==> src/logic/sd_pkg.sv <==
package sd_pkg;

   // token widths
   localparam int TOKEN_W = 48;
   localparam int RESP_W  = 136;

   typedef logic [5:0] cmd_idx_t;
   typedef logic [3:0] card_state_t;
   typedef logic [3:0] resp_type_t;

   localparam cmd_idx_t CMD0_GO_IDLE        = 6'd0;
   localparam cmd_idx_t CMD2_ALL_SEND_CID   = 6'd2;
   localparam cmd_idx_t CMD3_SEND_REL_ADDR  = 6'd3;
   localparam cmd_idx_t CMD7_SEL_CARD       = 6'd7;
   localparam cmd_idx_t CMD8_SEND_IF_COND   = 6'd8;
   localparam cmd_idx_t CMD9_SEND_CSD       = 6'd9;
   localparam cmd_idx_t CMD10_SEND_CID      = 6'd10;
   localparam cmd_idx_t CMD13_SEND_STATUS   = 6'd13;
   localparam cmd_idx_t CMD15_GO_INACTIVE   = 6'd15;
   localparam cmd_idx_t CMD55_APP_CMD       = 6'd55;
   localparam cmd_idx_t ACMD6_SET_BUS_WIDTH = 6'd6;
   localparam cmd_idx_t ACMD41_SEND_OP_COND = 6'd41;

   localparam card_state_t CARD_IDLE  = 4'd0;
   localparam card_state_t CARD_READY = 4'd1;
   localparam card_state_t CARD_IDENT = 4'd2;
   localparam card_state_t CARD_STBY  = 4'd3;
   localparam card_state_t CARD_TRAN  = 4'd4;
   localparam card_state_t CARD_INA   = 4'd15;

   localparam resp_type_t RESP_NONE = 4'd0;
   localparam resp_type_t RESP_R1   = 4'd1;
   localparam resp_type_t RESP_R1B  = 4'd2;
   localparam resp_type_t RESP_R2   = 4'd3;
   localparam resp_type_t RESP_R3   = 4'd4;
   localparam resp_type_t RESP_R6   = 4'd5;
   localparam resp_type_t RESP_R7   = 4'd6;
   localparam resp_type_t RESP_BAD  = 4'd15;

   // card status bits, current state sits in 12:9
   localparam int STAT_COM_CRC_ERROR   = 23;
   localparam int STAT_ILLEGAL_COMMAND = 22;
   localparam int STAT_READY_FOR_DATA  = 8;
   localparam int STAT_APP_CMD         = 5;

   localparam logic [15:0] RCA_STEP           = 16'h1337;
   localparam logic [23:0] OCR_VOLTAGE_WINDOW = 24'hFF8000;
   // high capacity, not yet powered up
   localparam logic [31:0] OCR_RESET          = {8'h40, OCR_VOLTAGE_WINDOW};
   localparam int          OCR_POWERED_UP     = 31;
   localparam int          ACMD41_READY_COUNT = 3;

   // command sequencer steps
   localparam logic [1:0] EXEC_IDLE   = 2'd0;
   localparam logic [1:0] EXEC_EVAL   = 2'd1;
   localparam logic [1:0] EXEC_STATUS = 2'd2;
   localparam logic [1:0] EXEC_WAIT   = 2'd3;

   localparam logic [7:0]  CID_MID = 8'h02;
   localparam logic [15:0] CID_OID = 16'h544D;
   localparam logic [39:0] CID_PNM = 40'h5344313647;
   localparam logic [7:0]  CID_PRV = 8'h10;
   localparam logic [31:0] CID_PSN = 32'h1A2B3C4D;
   localparam logic [11:0] CID_MDT = 12'h0E5;
   localparam logic [127:0] CID_VALUE = {CID_MID, CID_OID, CID_PNM, CID_PRV, CID_PSN,
                                         4'h0, CID_MDT, 8'hFF};

   // csd version 2.0, 512 byte blocks
   localparam logic [1:0]  CSD_STRUCTURE   = 2'b01;
   localparam logic [7:0]  CSD_TAAC        = 8'h0E;
   localparam logic [7:0]  CSD_NSAC        = 8'h00;
   localparam logic [7:0]  CSD_TRAN_SPEED  = 8'h32;
   localparam logic [11:0] CSD_CCC         = 12'h5B5;
   localparam logic [3:0]  CSD_BL_LEN      = 4'h9;
   localparam logic [21:0] CSD_C_SIZE      = 22'h003B37;
   localparam logic [6:0]  CSD_SECTOR_SIZE = 7'h7F;
   localparam logic [2:0]  CSD_R2W_FACTOR  = 3'b010;
   localparam logic [127:0] CSD_VALUE = {CSD_STRUCTURE, 6'h0, CSD_TAAC, CSD_NSAC, CSD_TRAN_SPEED,
                                         CSD_CCC, CSD_BL_LEN, 4'h0, 6'h0, CSD_C_SIZE, 1'b0,
                                         1'b1, CSD_SECTOR_SIZE, 7'h00, 1'b0, 2'b00,
                                         CSD_R2W_FACTOR, CSD_BL_LEN, 1'b0, 5'h0, 8'h00, 8'hFF};

   // one argument word, read per command
   typedef union packed {
      struct packed {
         logic [15:0] rca;
         logic [15:0] stuff;
      } rca_view;
      struct packed {
         logic [19:0] reserved;
         logic [3:0]  voltage;
         logic [7:0]  check;
      } if_cond_view;
      struct packed {
         logic        busy;
         logic        hcs;
         logic [5:0]  reserved;
         logic [23:0] window;
      } op_cond_view;
   } cmd_arg_u;

endpackage

==> src/logic/edge_sync.sv <==
module edge_sync #(
   parameter int width = 1
) (
   input  logic             clk_50,
   input  logic [width-1:0] async_in,
   output logic [width-1:0] sync_out,
   output logic [width-1:0] rise
);

   logic [width-1:0] stage_1;
   logic [width-1:0] stage_2;
   logic [width-1:0] stage_3;

   always_ff @(posedge clk_50) begin
      stage_1 <= async_in;
      stage_2 <= stage_1;
      stage_3 <= stage_2;
   end

   assign sync_out = stage_3;
   // edge seen between the last two stages
   assign rise = stage_2 & ~stage_3;

   // a pulse lasts one cycle
   assert property (@(posedge clk_50) (rise & $past(rise)) == '0);

endmodule

==> src/logic/cmd_decode.sv <==
module cmd_decode (
   input  logic                       clk_50,
   input  logic                       reset_s,
   input  logic [sd_pkg::TOKEN_W-1:0] cmd_in_s,
   input  logic                       crc_good_s,
   input  logic                       cmd_act_rise,
   input  logic                       busy,
   output logic                       cmd_valid,
   output sd_pkg::cmd_idx_t           cmd_index,
   output sd_pkg::cmd_arg_u           cmd_arg,
   output logic                       crc_error
);

   import sd_pkg::*;

   always_ff @(posedge clk_50) begin
      if (!reset_s) begin
         cmd_valid <= 1'b0;
         crc_error <= 1'b0;
      end else begin
         cmd_valid <= 1'b0;
         crc_error <= 1'b0;
         // edges while a command is in flight are dropped
         if (cmd_act_rise && !busy) begin
            if (crc_good_s) begin
               cmd_valid <= 1'b1;
            end else begin
               crc_error <= 1'b1;
            end
         end
      end
   end

   // index and argument sit below the start and direction bits
   always_ff @(posedge clk_50) begin
      if (cmd_act_rise && !busy && crc_good_s) begin
         cmd_index <= cmd_in_s[TOKEN_W-3 -: 6];
         cmd_arg   <= cmd_in_s[TOKEN_W-9 -: 32];
      end
   end

   // one outcome per token
   assert property (@(posedge clk_50) disable iff (!reset_s)
      !(cmd_valid && crc_error));

endmodule

==> src/logic/card_execute.sv <==
module card_execute (
   input  logic                clk_50,
   input  logic                reset_s,
   input  logic                cmd_valid,
   input  sd_pkg::cmd_idx_t    cmd_index,
   input  sd_pkg::cmd_arg_u    cmd_arg,
   input  logic                crc_error,
   input  logic                resp_finished,
   output logic                busy,
   output logic                resp_start,
   output sd_pkg::resp_type_t  resp_type,
   output logic [31:0]         card_status,
   output logic [15:0]         card_rca,
   output logic [31:0]         card_ocr,
   output sd_pkg::cmd_arg_u    echo_arg,
   output sd_pkg::card_state_t card_state,
   output logic                err_cmd_crc,
   output logic                err_unhandled_cmd,
   output logic                info_card_desel
);

   import sd_pkg::*;

   logic [1:0]  exec_state;
   card_state_t state_next;
   logic [3:0]  acmd41_count;
   logic        app_cmd;
   logic        rca_match;
   logic        in_stby_tran;

   assign busy         = exec_state != EXEC_IDLE;
   assign rca_match    = cmd_arg.rca_view.rca == card_rca;
   assign in_stby_tran = card_state == CARD_STBY || card_state == CARD_TRAN;

   always_ff @(posedge clk_50) begin
      if (!reset_s) begin
         exec_state        <= EXEC_IDLE;
         resp_start        <= 1'b0;
         resp_type         <= RESP_NONE;
         card_status       <= '0;
         card_status[STAT_READY_FOR_DATA] <= 1'b1;
         card_rca          <= '0;
         card_ocr          <= OCR_RESET;
         card_state        <= CARD_IDLE;
         state_next        <= CARD_IDLE;
         acmd41_count      <= '0;
         app_cmd           <= 1'b0;
         err_cmd_crc       <= 1'b0;
         err_unhandled_cmd <= 1'b0;
         info_card_desel   <= 1'b0;
      end else begin
         resp_start <= 1'b0;
         case (exec_state)
            EXEC_IDLE: begin
               if (crc_error) begin
                  card_status[STAT_COM_CRC_ERROR] <= 1'b1;
                  err_cmd_crc <= 1'b1;
               end
               if (cmd_valid) begin
                  exec_state <= EXEC_EVAL;
               end
            end
            EXEC_EVAL: begin
               exec_state <= EXEC_STATUS;
               state_next <= card_state;
               // anything not matched below is illegal here
               resp_type  <= RESP_BAD;
               if (app_cmd) begin
                  case (cmd_index)
                     ACMD6_SET_BUS_WIDTH: begin
                        if (card_state == CARD_TRAN) resp_type <= RESP_R1;
                     end
                     ACMD41_SEND_OP_COND: begin
                        if (card_state == CARD_IDLE) begin
                           resp_type <= RESP_R3;
                           if (acmd41_count < ACMD41_READY_COUNT) begin
                              acmd41_count <= acmd41_count + 1'b1;
                           end
                           // zero window is a query only
                           if (cmd_arg.op_cond_view.window != '0 && cmd_arg.op_cond_view.hcs &&
                               acmd41_count >= ACMD41_READY_COUNT) begin
                              card_ocr[OCR_POWERED_UP] <= 1'b1;
                              state_next <= CARD_READY;
                           end
                        end
                     end
                     default: begin
                        // retry as a plain command next cycle
                        app_cmd    <= 1'b0;
                        exec_state <= EXEC_EVAL;
                     end
                  endcase
               end else begin
                  case (cmd_index)
                     CMD0_GO_IDLE: begin
                        if (card_state != CARD_INA) begin
                           resp_type    <= RESP_NONE;
                           state_next   <= CARD_IDLE;
                           card_rca     <= '0;
                           card_ocr     <= OCR_RESET;
                           acmd41_count <= '0;
                           app_cmd      <= 1'b0;
                        end
                     end
                     CMD2_ALL_SEND_CID: begin
                        if (card_state == CARD_READY) begin
                           resp_type  <= RESP_R2;
                           state_next <= CARD_IDENT;
                        end
                     end
                     CMD3_SEND_REL_ADDR: begin
                        if (card_state == CARD_IDENT || card_state == CARD_STBY) begin
                           card_rca   <= card_rca + RCA_STEP;
                           resp_type  <= RESP_R6;
                           state_next <= CARD_STBY;
                        end
                     end
                     CMD7_SEL_CARD: begin
                        if (rca_match) begin
                           if (card_state == CARD_STBY) begin
                              resp_type  <= RESP_R1B;
                              state_next <= CARD_TRAN;
                           end
                        end else begin
                           if (in_stby_tran) state_next <= CARD_STBY;
                           info_card_desel <= 1'b1;
                           resp_type       <= RESP_NONE;
                        end
                     end
                     CMD8_SEND_IF_COND: begin
                        if (card_state == CARD_IDLE) begin
                           resp_type <= RESP_NONE;
                           if (cmd_arg.if_cond_view.voltage == 4'd1) begin
                              resp_type <= RESP_R7;
                              echo_arg.if_cond_view.reserved <= '0;
                              echo_arg.if_cond_view.voltage  <= cmd_arg.if_cond_view.voltage;
                              echo_arg.if_cond_view.check    <= cmd_arg.if_cond_view.check;
                           end
                        end
                     end
                     CMD9_SEND_CSD, CMD10_SEND_CID: begin
                        if (!rca_match) resp_type <= RESP_NONE;
                        else if (card_state == CARD_STBY) resp_type <= RESP_R2;
                     end
                     CMD13_SEND_STATUS: begin
                        if (!rca_match) resp_type <= RESP_NONE;
                        else if (in_stby_tran) resp_type <= RESP_R1;
                     end
                     CMD15_GO_INACTIVE: begin
                        if (!rca_match) begin
                           resp_type <= RESP_NONE;
                        end else if (in_stby_tran) begin
                           resp_type  <= RESP_NONE;
                           state_next <= CARD_INA;
                        end
                     end
                     CMD55_APP_CMD: begin
                        if (card_state == CARD_IDLE || rca_match) begin
                           if (card_state == CARD_IDLE || in_stby_tran) begin
                              resp_type <= RESP_R1;
                              app_cmd   <= 1'b1;
                              card_status[STAT_APP_CMD] <= 1'b1;
                           end
                        end else begin
                           resp_type <= RESP_NONE;
                        end
                     end
                     default: begin
                        // cmd1 and cmd5 are probes from other card types
                        err_unhandled_cmd <= err_unhandled_cmd |
                                             (cmd_index != 6'd1 && cmd_index != 6'd5);
                     end
                  endcase
               end
            end
            EXEC_STATUS: begin
               card_status[12:9] <= card_state;
               if (resp_type == RESP_NONE) begin
                  card_status[STAT_COM_CRC_ERROR]   <= 1'b0;
                  card_status[STAT_ILLEGAL_COMMAND] <= 1'b0;
                  card_state <= state_next;
                  exec_state <= EXEC_IDLE;
               end else if (resp_type == RESP_BAD) begin
                  // no answer, the bit is reported later
                  card_status[STAT_COM_CRC_ERROR]   <= 1'b0;
                  card_status[STAT_ILLEGAL_COMMAND] <= 1'b1;
                  exec_state <= EXEC_IDLE;
               end else begin
                  resp_start <= 1'b1;
                  exec_state <= EXEC_WAIT;
               end
            end
            default: begin
               if (resp_finished) begin
                  card_status[STAT_COM_CRC_ERROR]   <= 1'b0;
                  card_status[STAT_ILLEGAL_COMMAND] <= 1'b0;
                  if (app_cmd && cmd_index != CMD55_APP_CMD) begin
                     app_cmd <= 1'b0;
                     card_status[STAT_APP_CMD] <= 1'b0;
                  end
                  // clear on read
                  if (cmd_index == CMD13_SEND_STATUS) card_status[STAT_APP_CMD] <= 1'b0;
                  card_state <= state_next;
                  exec_state <= EXEC_IDLE;
               end
            end
         endcase
      end
   end

   // only real tokens reach the formatter
   assert property (@(posedge clk_50) disable iff (!reset_s)
      resp_start |-> (resp_type != RESP_NONE && resp_type != RESP_BAD));

endmodule

==> src/logic/resp_format.sv <==
module resp_format (
   input  logic                      clk_50,
   input  logic                      reset_s,
   input  logic                      resp_start,
   input  sd_pkg::resp_type_t        resp_type,
   input  sd_pkg::cmd_idx_t          cmd_index,
   input  logic [31:0]               card_status,
   input  logic [15:0]               card_rca,
   input  logic [31:0]               card_ocr,
   input  sd_pkg::cmd_arg_u          echo_arg,
   input  logic                      resp_done_rise,
   output logic [sd_pkg::RESP_W-1:0] resp_out,
   output sd_pkg::resp_type_t        resp_type_out,
   output logic                      resp_act,
   output logic                      resp_finished
);

   import sd_pkg::*;

   logic [RESP_W-1:0] token;
   logic [127:0]      long_reg;

   assign long_reg = (cmd_index == CMD9_SEND_CSD) ? CSD_VALUE : CID_VALUE;

   always_comb begin
      case (resp_type)
         RESP_R2: token = {2'b00, 6'b111111, long_reg[127:1], 1'b1};
         RESP_R3: token = {2'b00, 6'b111111, card_ocr, 8'hFF, 88'h0};
         RESP_R6: begin
            token = {2'b00, CMD3_SEND_REL_ADDR, card_rca, card_status[23:22],
                     card_status[19], card_status[12:0], 8'h01, 88'h0};
         end
         RESP_R7: token = {2'b00, CMD8_SEND_IF_COND, echo_arg, 8'h01, 88'h0};
         // r1 and r1b share one layout
         default: token = {2'b00, cmd_index, card_status, 8'h01, 88'h0};
      endcase
   end

   always_ff @(posedge clk_50) begin
      if (!reset_s) begin
         resp_type_out <= RESP_NONE;
         resp_act      <= 1'b0;
         resp_finished <= 1'b0;
      end else begin
         resp_finished <= 1'b0;
         if (resp_start) begin
            resp_type_out <= resp_type;
            resp_act      <= 1'b1;
         end else if (resp_act && resp_done_rise) begin
            // phy has shifted the token out
            resp_act      <= 1'b0;
            resp_finished <= 1'b1;
         end
      end
   end

   always_ff @(posedge clk_50) begin
      if (resp_start) begin
         resp_out <= token;
      end
   end

   // token held for the whole strobe
   assert property (@(posedge clk_50) disable iff (!reset_s)
      resp_act |=> (!resp_act || $stable(resp_out)));

endmodule

==> src/logic/sd_cmd_link.sv <==
module sd_cmd_link (
   input  logic                       clk_50,
   input  logic                       reset_s,
   input  logic [sd_pkg::TOKEN_W-1:0] phy_cmd_in,
   input  logic                       phy_cmd_in_crc_good,
   input  logic                       phy_cmd_in_act,
   input  logic                       phy_resp_done,
   output logic [sd_pkg::RESP_W-1:0]  phy_resp_out,
   output sd_pkg::resp_type_t         phy_resp_type,
   output logic                       phy_resp_act,
   output sd_pkg::card_state_t        link_card_state,
   output logic                       err_cmd_crc,
   output logic                       err_unhandled_cmd,
   output logic                       info_card_desel
);

   import sd_pkg::*;

   logic [TOKEN_W-1:0] cmd_in_s;
   logic               crc_good_s;
   logic               cmd_act_rise;
   logic               resp_done_rise;
   logic               cmd_valid;
   cmd_idx_t           cmd_index;
   cmd_arg_u           cmd_arg;
   logic               crc_error;
   logic               busy;
   logic               resp_start;
   resp_type_t         resp_type;
   logic [31:0]        card_status;
   logic [15:0]        card_rca;
   logic [31:0]        card_ocr;
   cmd_arg_u           echo_arg;
   logic               resp_finished;

   // phy signals cross from the sd clock domain
   edge_sync #(.width(TOKEN_W)) i_sync_cmd (.clk_50(clk_50), .async_in(phy_cmd_in),
      .sync_out(cmd_in_s), .rise());
   edge_sync i_sync_crc (.clk_50(clk_50), .async_in(phy_cmd_in_crc_good),
      .sync_out(crc_good_s), .rise());
   edge_sync i_sync_act (.clk_50(clk_50), .async_in(phy_cmd_in_act),
      .sync_out(), .rise(cmd_act_rise));
   edge_sync i_sync_done (.clk_50(clk_50), .async_in(phy_resp_done),
      .sync_out(), .rise(resp_done_rise));

   cmd_decode i_cmd_decode (.clk_50(clk_50), .reset_s(reset_s), .cmd_in_s(cmd_in_s),
      .crc_good_s(crc_good_s), .cmd_act_rise(cmd_act_rise), .busy(busy),
      .cmd_valid(cmd_valid), .cmd_index(cmd_index), .cmd_arg(cmd_arg), .crc_error(crc_error));

   card_execute i_card_execute (.clk_50(clk_50), .reset_s(reset_s), .cmd_valid(cmd_valid),
      .cmd_index(cmd_index), .cmd_arg(cmd_arg), .crc_error(crc_error),
      .resp_finished(resp_finished), .busy(busy), .resp_start(resp_start),
      .resp_type(resp_type), .card_status(card_status), .card_rca(card_rca),
      .card_ocr(card_ocr), .echo_arg(echo_arg), .card_state(link_card_state),
      .err_cmd_crc(err_cmd_crc), .err_unhandled_cmd(err_unhandled_cmd),
      .info_card_desel(info_card_desel));

   resp_format i_resp_format (.clk_50(clk_50), .reset_s(reset_s), .resp_start(resp_start),
      .resp_type(resp_type), .cmd_index(cmd_index), .card_status(card_status),
      .card_rca(card_rca), .card_ocr(card_ocr), .echo_arg(echo_arg),
      .resp_done_rise(resp_done_rise), .resp_out(phy_resp_out),
      .resp_type_out(phy_resp_type), .resp_act(phy_resp_act),
      .resp_finished(resp_finished));

endmodule

==> config.mk <==
export PLATFORM = sky130hd
export DESIGN_NAME = sd_cmd_link
export DESIGN_NICKNAME = d
export VERILOG_FILES = /design/src/logic/sd_pkg.sv /design/src/logic/edge_sync.sv /design/src/logic/cmd_decode.sv /design/src/logic/card_execute.sv /design/src/logic/resp_format.sv /design/src/logic/sd_cmd_link.sv
export SDC_FILE = /design/constraint.sdc
export NUM_CORES = 1
export LEC_CHECK = 0
export BUFFER_PORTS_ARGS = -buffer_cell sky130_fd_sc_hd__buf_2
export CORE_ASPECT_RATIO = 2
export CORE_MARGIN = 4
export CORE_UTILIZATION = 50
export CTS_CLUSTER_SIZE = 25
export DETAILED_ROUTE_END_ITERATION = 6
export PLACE_DENSITY = 0.71
export SLEW_MARGIN = 20
export SYNTH_ARGS = -nofsm -noshare
export SYNTH_HDL_FRONTEND = slang
export SYNTH_HIERARCHICAL = 1
export SYNTH_SLANG_ARGS = --single-unit
==> constraint.sdc <==
create_clock -name clk_50 -period 4.6 [get_ports clk_50]
set_clock_uncertainty 0.2 [all_clocks]
set_input_delay 0.46 -clock clk_50 [delete_from_list [all_inputs] [get_ports clk_50]]
set_output_delay 0.46 -clock clk_50 [all_outputs]
set_load 0.01 [all_outputs]
Yosys cells after proc, flatten, opt, wreduce, memory -nomap -nowiden. Cells that the tools add are included.

Bits in latches: 0. Bits in read-only memories: 0. Memories kept: 0. Output and inout port bits: 148. Bits in registers: 388. Memory bits (writable): 0. Word-level logic and storage cells: 231. Input bits: 53.

$add $sub $neg: 2. Shift operators: 0. Bitwise operators: 13. Eq/ne operators: 42. Divide/modulo/power cells: 0. $mul: 0. Reduce and logical (&&, ||, !) cells: 49. Magnitude comparators: 2. Mux-type cells: 86.

Operators with widths (number): $pmux 134 s4 (1); $mux 4 (37); $mux 127 (1); $mux 32 (2); $pmux 4 s9 (1); $mux 16 (2); $pmux 16 s2 (1); $eq 6x4->1 const B (5); $mux 1 (24); $reduce_bool 24->1 (1); $pmux 4 s5 (1); $reduce_and 6->1 (3); $add 16x13->16 const B (1); $eq 16x16->1 (1); $eq 4x3->1 const B (4); $mux 2 (8); $ne 2x2->1 const B (8); $pmux 4 s2 (2); $reduce_bool 2->1 (8); $eq 4x2->1 const B (3); $eq 6x2->1 const B (2); $eq 6x3->1 const B (2); $eq 6x6->1 const B (2); $reduce_and 3->1 (4); 35 further kinds (70).

Logic depth before layout (Yosys ltp). Gate-level depths: netlist (run 1).

Word-level depth: 8. Depth in mapped cells: 8. Gate-level depth less buffers: 8.

Cells and area by module. Netlist (run 1), hierarchy kept.

Modules (own cells, without submodules): card_execute (seq. area each 1301.2 sq um, cells each 479, instances 1, area an instance 4036.4 sq um); edge_sync at i_sync_cmd (seq. area each 2882.8 sq um, cells each 192, instances 1, area an instance 3543.4 sq um); resp_format (seq. area each 1501.4 sq um, cells each 301, instances 1, area an instance 3504.6 sq um); cmd_decode (seq. area each 1181.1 sq um, cells each 43, instances 1, area an instance 1214.9 sq um); edge_sync at i_sync_act ... (seq. area each 60.1 sq um, cells each 4, instances 3, area an instance 73.8 sq um).

Worst setup path before layout (run 1). No wires, ideal clock.

Path kind: register to register. Start point: register i_cmd_decode.cmd_index[3]. End point: register i_card_execute/echo_arg[0] (netlist bit), enable pin. Stages on the path, launching flop included: 6. Arrival: 1.664 ns. Setup slack: 2.383 ns. Period minus slack after synthesis: 2.217 ns. Library setup time: 0.354 ns. Path buffers: 1. Data required time: 4.046 ns. Path through: edfxtp_1 > buf_2 > nor2b_2 > nand2_1 > nor2_1 > and4_1.

Word-level cells in the longest chain between the ends: 2.

RTL lines: start, declared (line cmd_decode.sv:9) `output sd_pkg::cmd_idx_t cmd_index,`; start signal, assigned (line cmd_decode.sv:37) `cmd_index <= cmd_in_s[TOKEN_W-3 -: 6];`; $eq 6x4->1 (line card_execute.sv:94) `case (cmd_index)`; $reduce_and 6->1 (no source line); end, declared (line card_execute.sv:15) `output sd_pkg::cmd_arg_u echo_arg,`.

Every way passes these cells. A chain may end at the register's enable or synchronous reset.

Worst setup path in the final report (run 1).
Start point: register i_card_execute.card_state[0]. End point: register i_card_execute.state_next[0].

Word-level cells in the longest chain between the ends: 6. Elaborated cells on any way between the ends: 21. Those cells by class: eq/ne (5); mux (13); reduce/logical (3).

RTL lines: start, declared (line card_execute.sv:16) `output sd_pkg::card_state_t card_state,`; start signal, assigned (line card_execute.sv:181) `card_state <= state_next;`; start signal, assigned (line card_execute.sv:203) `card_state <= state_next;`; $eq 4x2->1 or $eq 4x3->1 (tied branches) (line card_execute.sv:33, card_execute.sv:112, card_execute.sv:120); $logic_or 1x1->1 (line card_execute.sv:33) `assign in_stby_tran = card_state == CARD_STBY || card_state == CARD_TRAN;`; $mux 4, on equally long branches (line card_execute.sv:152, card_execute.sv:125); $mux 4, on equally long branches (line card_execute.sv:150, card_execute.sv:119); $pmux 4 s5 (line card_execute.sv:94); $mux 4 (*) (line card_execute.sv:68) `if (app_cmd) begin`; end signal, assigned (line card_execute.sv:65) `state_next <= card_state;`; end, declared (line card_execute.sv:25) `card_state_t state_next;`.

Every way passes the cells marked *; elsewhere a longest branch is shown, timed or not.

==> results.ini, run 1 <==
[status]
outcome=finished clean

[worst_setup_path]
critPathLaunchType=flip-flop
crit_chain=nor4_2 -> nand3_1 -> o31ai_1 -> a31oi_1 -> o22ai_1
crit_fanout=14
critPathArrivalTime_ps=3220
crit_path_end_kind=flip-flop
r2r-start=i_card_execute/card_state[0]$_SDFFE_PN0P_
crit_buf_inv=0
cpPeakStageDelay_ps=750
crit_family=simple AND/OR/NAND/NOR gates
critical_path_cell_count=5
reg2regPathDepth=5
slowest_stage=nor4_2
crit_required_ps=4850
worstSetupPathType=reg2reg
worstSetupStartpoint=i_card_execute/card_state[0]$_SDFFE_PN0P_

[layout]
final_cells=1365
area_delta_synth_final_pct=10.3
fin_nets=1128
drive_gt1_share_pct=22.0
diodes=0

[detailed_routing]
viasPerCell=4.99
ant_nets=0
first_pass_iters=6
drcViolationCount=0
vias=6806
wl_mm=22.2
wl_per_cell_microns=16.3
initialDrtViolationCount=327

[place]
place_congestion=0.914
place_worst_setup_slack_ps=1460
portBuffers=155
place_inst=1283
dp_hpwl_mm=15.7

[floorplanning]
die_x_microns=114
num_rows=77
die_area_sq_um=25100
ios=201
core_area_sq_um=22200
start_util_pct=50.8
die_h_microns=220

[clock_tree]
cts_tree=built
insertion_delay_ps=540
clk_pin_slew_ps=70
cts_resized=0
postCtsSetupRepairBufs=0
clockRootBuffer=clkbuf_16
cts_inserted_buffers=23
cts_buffer_depth=3
ctsHoldBuffers=41
h-tree-depth=1
cts.sinks=274

[power_and_ir_drop]
ir_drop_mv=0.317
report.power.total_mw=4.75
leakage_nw=4.98
p_per_area_nw_per_um2=383

[worst_hold_path]
hold_path_class=reg2reg
holdPathStages=0
worstHoldStart=i_sync_crc/stage_2$_DFF_P_

[synthesis]
synth_area_sq_um=11200
syn_inst=948
ys_warn_count=6
synth.avg_cell_area_sq_um=11.9

[grt]
grt_usage_pct=17.5
overflow=0
antenna_found_initial=0
grt_max_degree=53
grt_pass1_vias=6501
grt_pass1_wl_mm=34.4

[sta]
setup_slack_ps=1630
hold_slack_ps=116
rsz0062_at_grt=false
slew_violations=0
period_minus_slack_ps=2970
hold_viol_final=0
fmax_mhz=337
setup_tns_ps=0
slew_headroom_pct=30.9
setup_violations=0
fin_crit_sh_pct=64.5
worst_pin_slew_ps=1040

[job]
maxCapViolCount=0

==> worst register-to-register path, delay by kind of cell (launching register included) <==
kind	cells	cell delay [ps]
DFF	1	520
and+or+nand+nor	2	1150
AOI/OAI and AO/OA	3	1040
==> registers in the layout (all words and copies together) (netlist names), 6 cells and up <==
register / cells
i_card_execute/card_rca: 16
i_card_execute/card_status: 7
i_card_execute/echo_arg: 12
i_cmd_decode/cmd_arg: 32
i_cmd_decode/cmd_index: 6
i_resp_format/resp_out: 46
i_sync_cmd/stage_1: 38
i_sync_cmd/stage_2: 38
i_sync_cmd/sync_out: 38
==> power by group <==
part	leakage [nW]	switching [mW]	total, mW	internal, mW
clock network	0.358	0.875	1.85	0.980
logic	2.26	0.138	0.256	0.118
registers	2.36	0.0524	2.64	2.59
==> layer usage <==
metal	vias to the layer above	track usage, %	share of wire [%]
li1	3332	-	-
met3	55	2.28	5.9
met5	-	0	0
met4	0	8.48	4.3
met2	261	33.1	54
met1	3158	18.6	36
==> metrics by stage <==
step	instance area [sq um]	utilization [%]
floorplan	11700	-
global placement	11300	50.8
detailed placement	11300	50.8
CTS	12400	55.9
global route	12400	56.0
finish	12400	56.0
==> layout by cell type (no fill, tap or decap), types with 10 or more instances in the layout <==
master           n
dfxtp_1        177
buf_2          155
conb_1         111
edfxtp_1        96
nor2_1          65
dlygate4sd3_1   41
mux2i_1         37
nand2_1         36
a21oi_1         27
clkbuf_16       23
xnor2_1         20
nor3_1          14
nand3_1         14
o21ai_0         13
a211o_1         13
nand2b_1        12
inv_1           11
a31oi_1         11
a221o_1         11
a21o_1          10
==> final timing paths <==
path	slack (ps)	end
worst min register to register	120	i_sync_crc/sync_out$_DFF_P_
worst max-delay path	1630	i_card_execute/state_next[0]$_SDFFE_PN0P_
worst min-delay path	120	i_sync_crc/sync_out$_DFF_P_
worst max register to register	1630	i_card_execute/state_next[0]$_SDFFE_PN0P_
==> layout make-up <==
class	instances	area (sq um)
Timing Repair Buffer	203	1240
Fill cell	1841	9750
Sequential cell	274	6450
Inverter	11	41.3
Clock buffer	28	616
Clock inverter	13	106
Tap cell	276	345
Multi-Input combinational cell	560	3610
Power figures use the tool's default switching activity.
==> inputs of run 2 (changes only) <==
--- a/config.mk
+++ b/config.mk
@@ -11,7 +11,7 @@
 export CORE_UTILIZATION = 50
 export CTS_CLUSTER_SIZE = 25
 export DETAILED_ROUTE_END_ITERATION = 6
-export PLACE_DENSITY = 0.71
+export PLACE_DENSITY = 0.74
 export SLEW_MARGIN = 20
 export SYNTH_ARGS = -nofsm -noshare
 export SYNTH_HDL_FRONTEND = slang
==> constraint.sdc (replaced) <==
create_clock -name clk_50 -period 2.7 [get_ports clk_50]
set_clock_uncertainty 0.2 [all_clocks]
set_input_delay 0.27 -clock clk_50 [delete_from_list [all_inputs] [get_ports clk_50]]
set_output_delay 0.27 -clock clk_50 [all_outputs]
set_load 0.01 [all_outputs]
==> run 2 against run 1 <==
Effect of this change:
- first-iteration DRC count shrank 21%
- largest cell class unchanged
- combinational power grew 97%
- critical endpoint is now i_card_execute/card_rca[6]$_SDFFE_PN0P_
- sequential power grew 70%
- cell count grew 4.3%
- cell area grew 4.8%
- clock power grew 92%
- via count grew 2.6%
- hold slack lost 5.8 ps
- highest routed layer unchanged
==> results.ini, run 2 (synthesis results as in run 1) <==
[worst_setup_path]
crit_fanout=9
crit_path_end_kind=flip-flop
reg2regPathDepth=7
crit_required_ps=2960
slowest_stage=edfxtp_1
critPathLaunchType=flip-flop
critPathArrivalTime_ps=2800
worstSetupPathType=reg2reg
cpMostUsedCell=buf_4
crit_chain=buf_4 -> and4bb_1 -> buf_4 -> o21ai_2 -> or4_4 -> or3_1 -> a21oi_1
cpPeakStageDelay_ps=550

[layout]
largest_register_ffs=46
drive_gt1_share_pct=25.8
diodes=0
layout_commonest_cell=dfxtp_1
fin_nets=1186
top_register=i_resp_format/resp_out
fillers=1811
area_delta_synth_final_pct=15.6
layout_common_cells=dfxtp_1, buf_2, conb_1

[clock_tree]
clk_pin_slew_ps=70
cts_inserted_buffers=23
insertion_delay_ps=530
cts_tree=built
cts_buffer_depth=3
cts.sinks=274
clockRootBuffer=clkbuf_16
h-tree-depth=1

[sta]
period_minus_slack_ps=2540
worst_pin_slew_ps=842
slew_violations=0
slew_headroom_pct=43.8
setup_tns_ps=0
fin_crit_sh_pct=94.1
setup_violations=0
setup_slack_ps=159
fmax_mhz=394
rsz0062_at_grt=false
hold_viol_final=0

[floorplanning]
ios=201
core_area_sq_um=22200
die_area_sq_um=25100
num_rows=77
die_h_microns=220
die_x_microns=114
start_util_pct=50.8

[detailed_routing]
first_pass_iters=5
wl_per_cell_microns=16.3
wl_mm=23.3
ant_nets=0
vias=6983
viasPerCell=4.90
initialDrtViolationCount=258
drcViolationCount=0

[grt]
grt_pass1_wl_mm=36.0
overflow=0
grt_pass1_vias=6815
grt_usage_pct=18.3
antenna_found_initial=0
grt_max_degree=53

[worst_hold_path]
hold_path_class=reg2reg
holdPathStages=0

[place]
portBuffers=155
place_congestion=0.915
place_worst_setup_slack_ps=39.4
dp_hpwl_mm=17.3

[job]
maxCapViolCount=0

[power_and_ir_drop]
leakage_nw=5.33
ir_drop_mv=0.662
p_per_area_nw_per_um2=657

[status]
outcome=finished clean

run 2: cell types whose count changed in the layout (fill, tap and decap cells not counted), moves of 3 or more:
cell,before,now
buf_4,7,60
buf_12,0,4
clkinv_2,5,1
bufinv_16,0,3
clkbuf_1,2,5
clkbuf_16,23,26
run 2: repair_timing:
item | in CTS | in global routing
endpoints found under the hold margin | 47 | 0
buffers inserted | 0 | 1
endpoints found under the setup margin | 0 | 6
hold buffers | 42 | 0
resized for setup | 0 | 1
run 2: worst paths after layout:
check                                             to                           startpoint  slack [ps]
min reg2reg              i_sync_crc/sync_out$_DFF_P_           i_sync_crc/stage_2$_DFF_P_         110
max reg2reg  i_card_execute/card_rca[6]$_SDFFE_PN0P_  i_cmd_decode/cmd_index[0]$_DFFE_PP_         160
min                      i_sync_crc/sync_out$_DFF_P_           i_sync_crc/stage_2$_DFF_P_         110
max          i_card_execute/card_rca[6]$_SDFFE_PN0P_  i_cmd_decode/cmd_index[0]$_DFFE_PP_         160
run 2: area by class of cell:
type | count | area (sq um) | share of cell area [%]
Tap cell | 276 | 345 | 2.66
Clock buffer | 32 | 683 | 5.25
Inverter | 11 | 41.3 | 0.317
Timing Repair Buffer | 261 | 1730 | 13.3
Sequential cell | 274 | 6450 | 49.6
Clock inverter | 10 | 155 | 1.19
Multi-Input combinational cell | 560 | 3610 | 27.7
run 2: critical path, delay by kind of cell, from the launching register on:
family	cells	cell delay [ps]
AO/OA/AOI/OAI	2	210
buffers and inverters	2	350
flip-flops	1	550
AND/OR/NAND/NOR	3	1170
run 2: routing by layer:
layer | vias to the layer above | share of wire (%) | global-route usage, %
met4 | 0 | 3.7 | 7.77
met1 | 3278 | 35 | 18.1
met2 | 228 | 56 | 36.8
li1 | 3438 | - | -
met3 | 39 | 5.2 | 2.31
met5 | - | 0 | 0
run 2: where the power goes:
part           internal, mW  switching, mW
clock network          2.09           1.47
logic                 0.236          0.270
registers              4.41         0.0662
total                  6.74           1.80
run 2: through the flow:
step	hold WS [ps]	power, mW	cells	utilization (%)	instance area [sq um]
final	110	8.55	1424	58.7	13000
after global placement	110	5.01	1339	52.9	11700
after detailed placement	112	5.02	1339	52.9	11700
after floorplan	97.7	5.00	1056	-	11700
after CTS	111	8.63	1423	58.6	13000
after global routing	117	8.87	1424	58.7	13000
==> inputs of run 3 (changes only) <==
--- a/config.mk
+++ b/config.mk
@@ -6,7 +6,7 @@
 export NUM_CORES = 1
 export LEC_CHECK = 0
 export BUFFER_PORTS_ARGS = -buffer_cell sky130_fd_sc_hd__buf_2
-export CORE_ASPECT_RATIO = 2
+export CORE_ASPECT_RATIO = 0.8
 export CORE_MARGIN = 4
 export CORE_UTILIZATION = 50
 export CTS_CLUSTER_SIZE = 25
==> run 3 against run 2 <==
Effect of this change:
- count of clock-buffer cells in the layout is 5 higher
- largest power group unchanged
- die area is 0.52% lower
- via count is 1.5% higher
- global-route usage is 0.91 points higher
- highest routed layer unchanged
- register-to-register slack better by 90 ps
==> results.ini, run 3 (synthesis results as in run 1) <==
[status]
outcome=finished clean

[clock_tree]
insertion_delay_ps=540
h-tree-depth=1
clk_pin_slew_ps=70
clockRootBuffer=clkbuf_16
cts.sinks=274
cts_inserted_buffers=25
cts_buffer_depth=3
cts_tree=built

[place]
placed_area_sq_um=11700
place_inst=1359
place_congestion=0.967
dp_hpwl_mm=17.3
portBuffers=155

[worst_hold_path]
hold_end=i_sync_cmd/sync_out[8]$_DFF_P_
hold_path_class=reg2reg
holdPathStages=0
worstHoldStart=i_sync_cmd/stage_2[8]$_DFF_P_

[detailed_routing]
initialDrtViolationCount=656
drcViolationCount=0
first_pass_iters=5
ant_nets=0
wl_per_cell_microns=17.0
viasPerCell=4.88
wl_mm=24.6
vias=7088

[worst_setup_path]
critPathArrivalTime_ps=2710
worstReg2RegEnd=i_card_execute/state_next[1]$_SDFFE_PN0P_
worstSetupPathType=reg2reg
crit_fanout=6
crit_path_end_kind=flip-flop
rrSetupSlack_ps=250
critPathLaunchType=flip-flop
crit_required_ps=2960
reg2regPathDepth=8
r2r-start=i_cmd_decode/cmd_index[5]$_DFFE_PP_

[layout]
diodes=0
fin_nets=1188
top_register=i_resp_format/resp_out
area_delta_synth_final_pct=15.7
layout_common_cells=dfxtp_1, buf_2, conb_1
largest_register_ffs=46
postLayoutCellArea_sq_um=13000
layout_commonest_cell=dfxtp_1
drive_gt1_share_pct=26.0
final_cells=1452

[power_and_ir_drop]
report.power.total_mw=8.52
p_per_area_nw_per_um2=655
leakage_nw=5.33
ir_drop_mv=0.567

[floorplanning]
num_rows=48
die_h_microns=142
die_x_microns=176
start_util_pct=51.4
ios=201
die_area_sq_um=25000
core_area_sq_um=21900

[grt]
grt_pass1_vias=6777
overflow=0
antenna_found_initial=0
grt_max_degree=39
grt_usage_pct=19.2
grt_pass1_wl_mm=38.0

[sta]
worst_pin_slew_ps=951
hold_viol_final=0
setup_violations=0
period_minus_slack_ps=2450
fmax_mhz=407
fin_crit_sh_pct=90.9
setup_tns_ps=0
slew_headroom_pct=36.4
slew_violations=0
rsz0062_at_grt=false

[job]
maxCapViolCount=0

## run 3: cell count changes in the layout (fill, tap and decap cells not counted), sizes merged
cell and change:
clkinv +3, bufinv -3, clkbuf +5, clkinvlp -1
## run 3: cell type report
type / count / area [sq um]
Clock buffer: 37 / 773
Inverter: 11 / 41.3
Tap cell: 300 / 375
Clock inverter: 9 / 71.3
Timing Repair Buffer: 261 / 1690
Fill cell: 1830 / 8850
Sequential cell: 274 / 6450
Multi-Input combinational cell: 560 / 3610
## run 3: metrics by stage
stage                     hold WS [ps]  setup WS (ps)  utilization, %
final                              120            245            59.5
after global placement             111          -85.1            53.5
after CTS                          124            160            59.3
after detailed placement           112           -165            53.5
after floorplan                   97.7            483               -
after global routing               129           73.5            59.5
## run 3: critical path: stages, from the launching register on
cell and delay (ps):
edfxtp_1 490, buf_4 210, nor2_1 260, nand2_1 90
nor4bb_1 330, buf_4 180, a41oi_1 110, a311o_1 300
a41oi_1 200
## run 3: repair_timing
item,4_1_cts,5_1_grt
hold buffers,42,0
hold endpoints to repair,49,0
pin swaps,0,1
buffers inserted,0,5
resized for setup,1,0
endpoints found under the setup margin,8,1
## run 3: report_power, final
part | internal, mW | switching, mW
Sequential | 4.42 | 0.0743
Clock | 2.01 | 1.52
Combinational | 0.229 | 0.270
Total | 6.66 | 1.86
## run 3: how the worst max path moves through the flow
stage	from	endpoint	slack [ps]	cells after the start
2_1_floorplan	i_cmd_decode/cmd_index[3]$_DFFE_PP_	i_card_execute/echo_arg[0]$_DFFE_PP_	480	5
3_5_place_dp	i_cmd_decode/cmd_index[0]$_DFFE_PP_	i_card_execute/card_rca[14]$_SDFFE_PN0P_	-170	6
4_1_cts	i_cmd_decode/cmd_index[0]$_DFFE_PP_	i_card_execute/card_rca[14]$_SDFFE_PN0P_	160	6
5_1_grt	i_cmd_decode/cmd_index[0]$_DFFE_PP_	i_card_execute/card_rca[4]$_SDFFE_PN0P_	70	4
6_report	i_cmd_decode/cmd_index[5]$_DFFE_PP_	i_card_execute/state_next[1]$_SDFFE_PN0P_	250	8
3_3_place_gp	i_cmd_decode/cmd_index[0]$_DFFE_PP_	i_card_execute/card_rca[14]$_SDFFE_PN0P_	-90	6
## run 3: layer usage
| metal | up-vias | GRT usage (%) | wire (microns) |
|---|---|---|---|
| met1 | 3303 | 27.9 | 11400 |
| met5 | - | 0 | 0 |
| met2 | 294 | 30.1 | 10800 |
| met3 | 32 | 4.14 | 2060 |
| li1 | 3459 | - | - |
| met4 | 0 | 3.90 | 392 |
